### src/source/fog_params.svh
// width and limit macros for the fog loop, included by the package and by the rtl that needs them
`ifndef FOG_PARAMS_SVH
`define FOG_PARAMS_SVH

// signed adc sample
`define FOG_ADC_BITS 16

// error, step, rate, adc sum and all counters
`define FOG_ERR_BITS 32

// feedback ramp, wraps at this width
`define FOG_DAC_BITS 16

// largest average select, 2^10 samples per half
// larger requests get clamped to this
`define FOG_AVG_SEL_MAX 10

`endif
### src/source/fog_pkg.sv
// shared types of the fog closed loop, compile before every rtl module that imports it
`include "fog_params.svh"

package fog_pkg;

	// vectors with a meaning of their own
	typedef logic signed [`FOG_ADC_BITS-1:0] adc_t;
	typedef logic signed [`FOG_ERR_BITS-1:0] err_t;
	typedef logic        [`FOG_ERR_BITS-1:0] cnt_t;
	typedef logic        [`FOG_DAC_BITS-1:0] dac_t;

	// loop setup, average length is 2^avg_sel
	typedef struct packed {
		logic       polarity;
		logic [3:0] avg_sel;
		cnt_t       wait_cnt;
		err_t       err_offset;
	} loop_cfg_t;

	// one-cycle strobes, issued in this order
	typedef struct packed {
		logic step;
		logic step_dly;
		logic rate;
		logic ramp;
	} sync_t;

	typedef enum logic [3:0] {
		DM_IDLE, DM_WAIT_L, DM_SETTLE_L, DM_ACQ_L, DM_WAIT_H, DM_SETTLE_H,
		DM_ACQ_H, DM_ERR, DM_ERR_DLY, DM_RATE, DM_RAMP, DM_NEXT
	} demod_state_e;

endpackage

### src/source/fog_loop_top.sv
// top of the fog closed loop, ties the modulation timer, error demodulator and ramp integrator together
module fog_loop_top import fog_pkg::*; (
	input  logic      i_clk,
	input  logic      i_rst_n,
	input  logic      i_status,
	input  cnt_t      i_half_period,
	input  loop_cfg_t i_cfg,
	input  adc_t      i_adc,
	output logic      o_mod_high,
	output err_t      o_err,
	output sync_t     o_sync,
	output err_t      o_rate,
	output dac_t      o_ramp
);

	// half-period boundary pulse
	logic trig;

	mod_timer u_mod_timer (
		.i_clk         (i_clk),
		.i_rst_n       (i_rst_n),
		.i_status      (i_status),
		.i_half_period (i_half_period),
		.o_mod_high    (o_mod_high),
		.o_trig        (trig)
	);

	err_demod u_err_demod (
		.i_clk    (i_clk),
		.i_rst_n  (i_rst_n),
		.i_status (i_status),
		.i_trig   (trig),
		.i_cfg    (i_cfg),
		.i_adc    (i_adc),
		.o_err    (o_err),
		.o_sync   (o_sync)
	);

	// integrator reads the same error and strobes that leave the top
	ramp_integrator u_ramp_integrator (
		.i_clk   (i_clk),
		.i_rst_n (i_rst_n),
		.i_err   (o_err),
		.i_sync  (o_sync),
		.o_rate  (o_rate),
		.o_ramp  (o_ramp)
	);

endmodule

### src/source/ramp_integrator.sv
// ramp integrator, turns the demodulated error into step, rate and the wrapping feedback ramp
`include "fog_params.svh"

module ramp_integrator import fog_pkg::*; (
	input  logic  i_clk,
	input  logic  i_rst_n,
	input  err_t  i_err,
	input  sync_t i_sync,
	output err_t  o_rate,
	output dac_t  o_ramp
);

	err_t r_step;
	logic r_step_dly_d;
	err_t step_next;
	err_t step_cur;
	dac_t ramp_inc;

	assign step_next = r_step + i_err;

	// step value including an update landing this cycle
	assign step_cur = r_step_dly_d ? step_next : r_step;

	// only the low dac bits feed the ramp
	assign ramp_inc = r_step[`FOG_DAC_BITS-1:0];

	// error is settled by the cycle after step_dly
	always_ff @(posedge i_clk or negedge i_rst_n) begin
		if (!i_rst_n) begin
			r_step_dly_d <= 1'b0;
		end else begin
			r_step_dly_d <= i_sync.step_dly;
		end
	end

	always_ff @(posedge i_clk or negedge i_rst_n) begin
		if (!i_rst_n) begin
			r_step <= '0;
		end else if (r_step_dly_d) begin
			r_step <= step_next;
		end
	end

	// rate coincides with the step update, so latch the updated value
	always_ff @(posedge i_clk or negedge i_rst_n) begin
		if (!i_rst_n) begin
			o_rate <= '0;
		end else if (i_sync.rate) begin
			o_rate <= step_cur;
		end
	end

	// modulo 2^dac_bits, overflow wraps
	always_ff @(posedge i_clk or negedge i_rst_n) begin
		if (!i_rst_n) begin
			o_ramp <= '0;
		end else if (i_sync.ramp) begin
			o_ramp <= o_ramp + ramp_inc;
		end
	end

endmodule

### src/source/err_demod.sv
// error demodulator, averages the low and high half samples after settling and sequences the sync strobes
`include "fog_params.svh"

module err_demod import fog_pkg::*; (
	input  logic      i_clk,
	input  logic      i_rst_n,
	input  logic      i_status,
	input  logic      i_trig,
	input  loop_cfg_t i_cfg,
	input  adc_t      i_adc,
	output err_t      o_err,
	output sync_t     o_sync
);

	localparam logic [3:0] AVG_SEL_MAX = 4'(`FOG_AVG_SEL_MAX);

	demod_state_e r_state;
	demod_state_e nstate;

	// registered inputs
	logic      r_status;
	logic      r_trig;
	loop_cfg_t r_cfg;
	adc_t      r_adc;

	cnt_t       r_settle_cnt;
	cnt_t       r_avg_cnt;
	logic [3:0] r_shift;
	err_t       r_sum;
	err_t       r_avg_l;
	err_t       r_avg_h;

	logic [3:0] sel_clamp;
	cnt_t       avg_len;
	err_t       sum_next;
	err_t       avg_new;
	err_t       err_next;
	logic       settle_done;
	logic       acq_done;
	logic       half_start;

	always_ff @(posedge i_clk or negedge i_rst_n) begin
		if (!i_rst_n) begin
			r_status <= 1'b0;
			r_trig   <= 1'b0;
		end else begin
			r_status <= i_status;
			r_trig   <= i_trig;
		end
	end

	always_ff @(posedge i_clk) begin
		r_cfg <= i_cfg;
		r_adc <= i_adc;
	end

	always_comb begin
		if (r_cfg.avg_sel > AVG_SEL_MAX) begin
			sel_clamp = AVG_SEL_MAX;
		end else begin
			sel_clamp = r_cfg.avg_sel;
		end
	end

	assign avg_len     = cnt_t'(1) << sel_clamp;
	// sample is sign extended into the sum
	assign sum_next    = r_sum + err_t'(r_adc);
	assign avg_new     = sum_next >>> r_shift;
	assign err_next    = r_cfg.polarity ? (r_avg_l - r_avg_h) : (r_avg_h - r_avg_l);
	assign settle_done = (r_settle_cnt == '0);
	assign acq_done    = (r_avg_cnt == cnt_t'(1));
	// triggers outside the two wait states are dropped
	assign half_start  = r_trig && ((r_state == DM_WAIT_L) || (r_state == DM_WAIT_H));

	always_comb begin
		nstate = r_state;
		case (r_state)
			DM_IDLE: begin
				if (r_status) begin
					nstate = DM_WAIT_L;
				end
			end
			DM_WAIT_L: begin
				if (!r_status) begin
					nstate = DM_IDLE;
				end else if (r_trig) begin
					nstate = DM_SETTLE_L;
				end
			end
			DM_SETTLE_L: begin
				if (settle_done) begin
					nstate = DM_ACQ_L;
				end
			end
			DM_ACQ_L: begin
				if (acq_done) begin
					nstate = DM_WAIT_H;
				end
			end
			DM_WAIT_H: begin
				if (!r_status) begin
					nstate = DM_IDLE;
				end else if (r_trig) begin
					nstate = DM_SETTLE_H;
				end
			end
			DM_SETTLE_H: begin
				if (settle_done) begin
					nstate = DM_ACQ_H;
				end
			end
			DM_ACQ_H: begin
				if (acq_done) begin
					nstate = DM_ERR;
				end
			end
			DM_ERR:     nstate = DM_ERR_DLY;
			DM_ERR_DLY: nstate = DM_RATE;
			DM_RATE:    nstate = DM_RAMP;
			DM_RAMP:    nstate = DM_NEXT;
			DM_NEXT:    nstate = r_status ? DM_WAIT_L : DM_IDLE;
			default:    nstate = DM_IDLE;
		endcase
	end

	always_ff @(posedge i_clk or negedge i_rst_n) begin
		if (!i_rst_n) begin
			r_state <= DM_IDLE;
		end else begin
			r_state <= nstate;
		end
	end

	// settle and average counters, reloaded at the start of each half
	always_ff @(posedge i_clk or negedge i_rst_n) begin
		if (!i_rst_n) begin
			r_settle_cnt <= '0;
			r_avg_cnt    <= '0;
			r_shift      <= '0;
		end else if (half_start) begin
			r_settle_cnt <= r_cfg.wait_cnt;
			r_avg_cnt    <= avg_len;
			r_shift      <= sel_clamp;
		end else if ((r_state == DM_SETTLE_L) || (r_state == DM_SETTLE_H)) begin
			if (!settle_done) begin
				r_settle_cnt <= r_settle_cnt - cnt_t'(1);
			end
		end else if ((r_state == DM_ACQ_L) || (r_state == DM_ACQ_H)) begin
			r_avg_cnt <= r_avg_cnt - cnt_t'(1);
		end
	end

	always_ff @(posedge i_clk) begin
		if (half_start) begin
			r_sum <= '0;
		end else if ((r_state == DM_ACQ_L) || (r_state == DM_ACQ_H)) begin
			r_sum <= sum_next;
		end
		if ((r_state == DM_ACQ_L) && acq_done) begin
			r_avg_l <= avg_new;
		end
		// offset rides on the high average
		if ((r_state == DM_ACQ_H) && acq_done) begin
			r_avg_h <= avg_new + r_cfg.err_offset;
		end
	end

	// error and step come out together, then one strobe per cycle
	always_ff @(posedge i_clk or negedge i_rst_n) begin
		if (!i_rst_n) begin
			o_err  <= '0;
			o_sync <= '0;
		end else begin
			o_sync <= '0;
			case (r_state)
				DM_ERR: begin
					o_err       <= err_next;
					o_sync.step <= 1'b1;
				end
				DM_ERR_DLY: o_sync.step_dly <= 1'b1;
				DM_RATE:    o_sync.rate     <= 1'b1;
				DM_RAMP:    o_sync.ramp     <= 1'b1;
				default: begin
				end
			endcase
		end
	end

endmodule

### src/source/mod_timer.sv
// modulation timer, splits time into low and high halves and flags each boundary to the demodulator
module mod_timer import fog_pkg::*; (
	input  logic i_clk,
	input  logic i_rst_n,
	input  logic i_status,
	input  cnt_t i_half_period,
	output logic o_mod_high,
	output logic o_trig
);

	cnt_t r_cnt;
	cnt_t reload;
	logic r_run;
	logic r_bound;

	// half period below 2 runs as 2
	always_comb begin
		if (i_half_period < cnt_t'(2)) begin
			reload = cnt_t'(1);
		end else begin
			reload = i_half_period - cnt_t'(1);
		end
	end

	always_ff @(posedge i_clk or negedge i_rst_n) begin
		if (!i_rst_n) begin
			r_cnt      <= '0;
			r_run      <= 1'b0;
			r_bound    <= 1'b0;
			o_mod_high <= 1'b0;
		end else if (!i_status) begin
			// loop disabled, hold everything at the low level
			r_cnt      <= '0;
			r_run      <= 1'b0;
			r_bound    <= 1'b0;
			o_mod_high <= 1'b0;
		end else if (!r_run) begin
			// start of the first low half, flagged without a toggle
			r_cnt   <= reload;
			r_run   <= 1'b1;
			r_bound <= 1'b1;
		end else if (r_cnt == '0) begin
			r_cnt      <= reload;
			r_bound    <= 1'b1;
			o_mod_high <= ~o_mod_high;
		end else begin
			r_cnt   <= r_cnt - cnt_t'(1);
			r_bound <= 1'b0;
		end
	end

	// trigger lands one cycle after the level change
	always_ff @(posedge i_clk or negedge i_rst_n) begin
		if (!i_rst_n) begin
			o_trig <= 1'b0;
		end else begin
			o_trig <= r_bound & i_status;
		end
	end

endmodule

### config.mk
export PLATFORM = sky130hd
export DESIGN_NAME = fog_loop_top
export DESIGN_NICKNAME = d
export VERILOG_FILES = /design/src/source/fog_pkg.sv /design/src/source/fog_loop_top.sv /design/src/source/ramp_integrator.sv /design/src/source/err_demod.sv /design/src/source/mod_timer.sv
export VERILOG_INCLUDE_DIRS = /design/src /design/src/source
export SDC_FILE = /design/constraint.sdc
export NUM_CORES = 1
export LEC_CHECK = 0
export BUFFER_PORTS_ARGS = -buffer_cell sky130_fd_sc_hd__buf_2
export CAP_MARGIN = 20
export CORE_MARGIN = 8
export CORE_UTILIZATION = 55
export DETAILED_ROUTE_END_ITERATION = 10
export MAX_ROUTING_LAYER = met4
export PLACE_DENSITY = 0.84
export SYNTH_ARGS = -nofsm -noshare
export SYNTH_HDL_FRONTEND = slang
export SYNTH_SLANG_ARGS = --single-unit
### constraint.sdc
create_clock -name i_clk -period 6.4 [get_ports i_clk]
set_clock_uncertainty 0.05 [all_clocks]
set_input_delay 0.32 -clock i_clk [delete_from_list [all_inputs] [get_ports i_clk]]
set_output_delay 0.32 -clock i_clk [all_outputs]
set_load 0.1 [all_outputs]
==> results of run 1 <==
## report_power, final
| group | internal (uW) | switching (uW) |
|---|---|---|
| Clock | 1480 | 1090 |
| Combinational | 3730 | 6800 |
| Sequential | 3610 | 614 |
## cells in the final DEF, fill, tap and decap left out, types with 42 or more instances in the layout
| cell | netlist | final |
|---|---|---|
| inv_1 | 138 | 138 |
| clkbuf_16 | 0 | 46 |
| nand2_1 | 273 | 273 |
| nor2_1 | 233 | 233 |
| xnor2_1 | 142 | 142 |
| xor2_1 | 66 | 65 |
| mux2_2 | 65 | 65 |
| mux2i_1 | 47 | 47 |
| a21oi_1 | 233 | 232 |
| dfxtp_1 | 117 | 117 |
| buf_2 | 13 | 203 |
| dfrtp_1 | 226 | 225 |
| dlygate4sd3_1 | 0 | 86 |
| ha_1 | 176 | 176 |
| nor3_1 | 69 | 67 |
| a21o_1 | 78 | 78 |
| edfxtp_1 | 64 | 64 |
| and2_1 | 42 | 42 |
| nand3_1 | 65 | 65 |
| o21ai_0 | 173 | 169 |
## worst max-delay path: stages, from the launching register on
cell      delay (ns)
dfxtp_1         0.31
ha_1            0.23
fa_1            0.47
a211oi_2        0.31
o21ai_1         0.14
a41oi_2         0.32
or3_1           0.21
nand2_1         0.16
a311oi_4        0.42
mux2i_1         0.21
mux2_4          0.31
mux2_4          0.29
mux2i_1         0.26
ha_1            0.35
a21oi_1         0.18
o21bai_1        0.09
a21o_1          0.18
a21oi_1         0.20
nand3b_1        0.10
o221ai_1        0.31
o21ai_1         0.21
o41ai_2         0.31
nor3_1          0.10
a211o_1         0.24
## area by class of cell
cell class	count	area [um^2]
well taps	607	759
repair buffers	315	2090
flip-flops and latches	407	9920
inverters	141	529
clock inverters	20	175
fillers	3698	16700
diodes	2	5.00
clock buffers	60	1290
multi-input cells	2202	15100
## final timing paths
path / from / to / depth (start not counted)
setup reg to reg: u_err_demod.r_sum[0] / u_err_demod.r_avg_h[30] / 23
min in group asynchronous: i_rst_n / u_ramp_integrator.o_ramp[5] / 2
setup / recovery: u_err_demod.r_sum[0] / u_err_demod.r_avg_h[30] / 23
hold / removal: i_half_period[31] / u_mod_timer.r_cnt[31] / 4
hold reg to reg: u_mod_timer.o_trig / u_err_demod.r_trig / 0
max in group asynchronous: i_rst_n / u_err_demod.o_sync[1] / 3
## state kept, by name (all words and copies together), names as in the netlist, 32 cells and up
name                      cells
u_err_demod.r_cfg            69
u_err_demod.r_avg_h          32
u_err_demod.o_err            32
u_mod_timer.r_cnt            32
u_ramp_integrator.r_step     32
u_err_demod.r_avg_l          32
u_ramp_integrator.o_rate     32
u_err_demod.r_avg_cnt        32
u_err_demod.r_sum            32
u_err_demod.r_settle_cnt     32
## per-stage QoR
step / TNS, ns / hold slack (ns) / cell area (um^2) / util / cells
6_report: 0 / 0.0486 / 29900 / 0.641 / 3754
5_1_grt: -0.00570 / 0.0369 / 29900 / 0.641 / 3754
4_1_cts: 0 / 0.0159 / 29800 / 0.640 / 3751
3_5_place_dp: 0 / 0.250 / 27500 / 0.590 / 3585
3_3_place_gp: 0 / 0.240 / 27500 / 0.590 / 3585
2_1_floorplan: 0 / -0.0256 / 26000 / - / 2877
## cells in the mapped netlist, types with 17 or more instances
master	number	share of area
o21bai_1	25	0.0072
dfrtp_1	226	0.22
xor2_1	66	0.022
nor3_1	69	0.013
and2_1	42	0.010
inv_1	138	0.020
edfxtp_1	64	0.074
o211ai_1	18	0.0052
dfxtp_1	117	0.090
or3_1	27	0.0065
o21a_1	17	0.0049
nor4_1	30	0.0072
nand3_1	65	0.013
o21ai_0	173	0.033
a211oi_1	31	0.0090
nor2_1	233	0.034
ha_1	176	0.085
xnor2_1	142	0.048
nor2b_1	35	0.0084
nand4_1	32	0.0077
nand2_1	273	0.039
mux2i_1	47	0.018
a31oi_1	24	0.0058
mux2_2	65	0.028
a21oi_1	233	0.045
clkbuf_1	99	0.014
nand2b_1	21	0.0051
o22ai_1	31	0.0075
a21o_1	78	0.023
## cell families after synthesis
group,after synthesis,share of synthesized area
xor+xnor,209,0.0708
fa+ha+maj,182,0.0894
buf+inv,268,0.0394
simple gates,912,0.169
mux,130,0.0613
flops,407,0.382
compound gates,769,0.188
## metal layers
layer / up-vias / GRT usage
li1: 10800 / -
met4: 0 / 0.0897
met5: - / -
met2: 798 / 0.425
met1: 10800 / 0.315
met3: 170 / 0.0336
## what timing repair did
item | CTS | global route
endpoints found under the hold margin | 147 | 0
setup endpoints to repair | 0 | 6
resized for setup | 0 | 10
buffers inserted | 0 | 1
hold buffers | 86 | 0
==> run_results.csv, run 1 <==
group,metric,value,unit
outcome,status,"complete, no violations",
die,boundaryPins,205,
clock_network,clock_sinks,407,
setup_path,worstPathArrival,6.49,ns
sta,max_freq,162,MHz
global_route,grt_pass1_vias,22500,
global_route,antenna_found_initial,2,
drt,drt-total-wl,69500,um
setup_path,cp_max_fo,5,
global_route,grt_max_degree,165,
final_layout,syn2layout_area_growth,14.9,%
yosys,seq_area_frac_synth,0.382,
sta,hold_viol,0,
sta,post-route-min-period,6.19,ns
clock_network,path_clk_slew,0.07,ns
clock_network,cts-htree-levels,2,
die,initial_core_util,0.558,
clock_network,clk_path_buf_depth,3,
drt,dr_wl_met3,4020,um
drt,drt_iter0_drc,1699,
yosys,synth_top_flop_cell,"dfrtp_1",
drt,wl_met1,29600,um
setup_path,regToRegSetupSlack,0.21,ns
yosys,syn_nets,3179,
sta,max_slew_margin,0.318,
placed_design,dp_hpwl,50800,um
clock_network,clock_latency,0.59,ns
power_and_ir_drop,power_density,580,nW/um^2
drt,postRouteAntennaNets,0,
drt,drc_errors,0,
die,core_area,46600,um^2
power_and_ir_drop,leakage,0.0135,uW
die,num_rows,79,
yosys,netlist_area,26000,um^2
placed_design,place_ws,0.189,ns
global_route,grt_util_all_layers,0.254,
clock_network,cts_tree,"done",
sta,fin_crit_sh,0.967,
drt,dr_wl_met2,33700,um
yosys,ys_ff_latch,407,
setup_path,worst_setup_path_start_kind,"flip-flop",
setup_path,required,6.70,ns
drt,drtPass1Iterations,6,
yosys,netlist_instances,2877,
clock_network,cts_buffers,44,
yosys,synth-edff-count,64,
drt,avgViaCountPerCell,6.03,
die,die_area,54400,um^2
sta,drv_slew,0,
clock_network,root_buffer,"clkbuf_16",
setup_path,critical_path_class,"reg2reg",
final_layout,layout-drive-gt1-share,0.139,
setup_path,end_kind,"flip-flop",
placed_design,io_buffers,204,
drt,vias,22600,
final_layout,nets,3413,
power_and_ir_drop,power,17300,uW
die,die_y,233,um
worst_hold_path,hp-class,"in2reg",
yosys,avgSynthCellArea,9.03,um^2
global_route,gr-total-overflow,0,
power_and_ir_drop,peakVddDrop,0.600,mV
yosys,synth_cell_types,92,
sta,worst_slew_pin_slew,1.02,ns
drt,wl_per_cell,18.5,um
global_route,grt_pass1_wl,112000,um
sta,setup_slack,0.210,ns
yosys,synth_warnings,0,
yosys,async_flop_share,0.555,
job,cap_viol_max_count,0,
drt,top_layer_used,"met4",
die,die_w,233,um
sta,setup_viol_count_final,0,
placed_design,gp_congestion,0.939,
Note: power is estimated with default switching activity, not from simulation.
==> run 2, diff against run 1 <==
--- a/config.mk
+++ b/config.mk
@@ -10,6 +10,7 @@
 export CAP_MARGIN = 20
 export CORE_MARGIN = 8
 export CORE_UTILIZATION = 55
+export CTS_BUF_LIST = sky130_fd_sc_hd__clkbuf_4 sky130_fd_sc_hd__clkbuf_8 sky130_fd_sc_hd__clkbuf_16
 export DETAILED_ROUTE_END_ITERATION = 10
 export MAX_ROUTING_LAYER = met4
 export PLACE_DENSITY = 0.84
==> run 2 against run 1 <==
Sequential share of layout area hardly changed. Routed wire length hardly changed. Combinational power hardly changed.
==> run_results.csv, run 2 (synthesized netlist as in run 1, its figures left out) <==
group,metric,value,unit
outcome,status,"complete, no violations",
drt,drtPass1Iterations,5,
clock_network,cts-htree-levels,2,
sta,worst_slew_pin_slew,1.01,ns
clock_network,clock_latency,0.59,ns
setup_path,critical_path_class,"reg2reg",
clock_network,cts_buffers,44,
sta,hold_viol,0,
clock_network,clock_sinks,407,
final_layout,layout-drive-gt1-share,0.140,
setup_path,worst_setup_path_start_kind,"flip-flop",
sta,max_freq,163,MHz
final_layout,mostFrequentLayoutCells,"nand2_1 (273), nor2_1 (233), a21oi_1 (232), dfrtp_1 (225), buf_2 (203)",
clock_network,root_buffer,"clkbuf_16",
sta,setup_viol_count_final,0,
final_layout,largest_reg_flops,69,
job,cap_viol_max_count,0,
global_route,grt_max_degree,165,
drt,vias,22700,
die,num_rows,79,
global_route,grt_util_all_layers,0.254,
global_route,grt_pass1_wl,112000,um
sta,post-route-min-period,6.13,ns
sta,setup_slack,0.266,ns
placed_design,dp_cells,3585,
sta,drv_slew,0,
final_layout,layout_commonest_cell,"nand2_1",
die,die_y,233,um
placed_design,place_ws,0.189,ns
clock_network,cts_tree,"done",
sta,fin_crit_sh,0.958,
die,die_area,54400,um^2
drt,postRouteAntennaNets,0,
global_route,grt_pass1_vias,22500,
final_layout,syn2layout_area_growth,15.0,%
power_and_ir_drop,leakage,0.0136,uW
setup_path,cp_max_fo,5,
setup_path,regToRegSetupSlack,0.27,ns
power_and_ir_drop,power_density,580,nW/um^2
die,initial_core_util,0.558,
setup_path,end_kind,"flip-flop",
setup_path,required,6.70,ns
drt,drt_iter0_drc,1679,
die,die_w,233,um
drt,avgViaCountPerCell,6.05,
die,boundaryPins,205,
placed_design,placed_area,27500,um^2
placed_design,io_buffers,204,
final_layout,final_area,29900,um^2
placed_design,gp_congestion,0.939,
global_route,gr-total-overflow,0,
sta,tns,0,ns
global_route,antenna_found_initial,2,
power_and_ir_drop,peakVddDrop,0.599,mV
drt,drc_errors,0,
drt,drt-total-wl,69600,um
setup_path,worstPathArrival,6.43,ns
die,core_area,46600,um^2
drt,wl_per_cell,18.5,um
sta,max_slew_margin,0.323,
placed_design,dp_hpwl,50800,um
final_layout,top_register,"u_err_demod.r_cfg",
final_layout,nets,3413,
clock_network,clk_path_buf_depth,3,
clock_network,path_clk_slew,0.07,ns
worst_hold_path,hp-class,"in2reg",
final_layout,stdcell_count,3754,
## run 2: cell counts in the layout (fill, tap and decap cells not counted)
Identical to the previous run, type by type.
## run 2: layer usage
layer | vias up | part of all wire | wire length (um) | GRT usage
met1 | 10900 | 0.42 | 29500 | 0.314
met5 | - | 0 | 0 | -
met3 | 190 | 0.058 | 4060 | 0.0336
met4 | 0 | 0.034 | 2360 | 0.0897
met2 | 826 | 0.48 | 33700 | 0.426
li1 | 10800 | - | - | -
## run 2: path summary, 6_finish.rpt
kind                                               endpoint  depth (start not counted)            startpoint
worst max-delay path                u_err_demod.r_avg_h[30]                         23  u_err_demod.r_sum[0]
worst min-delay path                  u_mod_timer.r_cnt[31]                          4     i_half_period[31]
worst max register to register      u_err_demod.r_avg_h[30]                         23  u_err_demod.r_sum[0]
worst min register to register           u_err_demod.r_trig                          0    u_mod_timer.o_trig
max in group asynchronous             u_err_demod.o_sync[1]                          3               i_rst_n
min in group asynchronous       u_ramp_integrator.o_ramp[5]                          2               i_rst_n
## run 2: per-stage QoR
step,util,hold WS (ns),total power (uW)
6_report,0.642,0.0484,17300
5_1_grt,0.642,0.0369,18400
4_1_cts,0.641,0.0159,17200
3_5_place_dp,0.590,0.250,14500
3_3_place_gp,0.590,0.240,14100
2_1_floorplan,-,-0.0256,12100
## run 2: where the power goes
group | leakage [uW] | switching, uW | internal, uW
Clock | 0.000752 | 1090 | 1490
Sequential | 0.00448 | 613 | 3610
Combinational | 0.00831 | 6800 | 3730
Total | 0.0136 | 8510 | 8830
## run 2: critical path, stage by stage, from the launching register on
cell and delay (ns):
dfxtp_1 0.31, ha_1 0.23, fa_1 0.47, a211oi_2 0.31, o21ai_1 0.14, a41oi_2 0.31
or3_1 0.19, nand2_1 0.15, a311oi_4 0.42, mux2i_1 0.20, mux2_4 0.31, mux2_4 0.29
mux2i_1 0.26, ha_1 0.35, a21oi_1 0.18, o21bai_1 0.09, a21o_1 0.18, a21oi_1 0.20
nand3b_1 0.10, o221ai_1 0.31, o21ai_1 0.20, o41ai_2 0.31, nor3_1 0.10, a211o_1 0.24
## run 2: layout make-up
type	count	area, um^2
clock inverters	20	175
multi-input cells	2202	15100
inverters	141	529
flip-flops and latches	407	9920
fillers	3688	16700
repair buffers	315	2090
diodes	2	5.00
well taps	607	759
clock buffers	60	1310
## run 2: timing repair
item	4_1_cts	5_1_grt
setup buffers	0	1
hold buffers	86	0
hold endpoints to repair	147	0
gates resized for setup	0	10
endpoints found under the setup margin	0	6
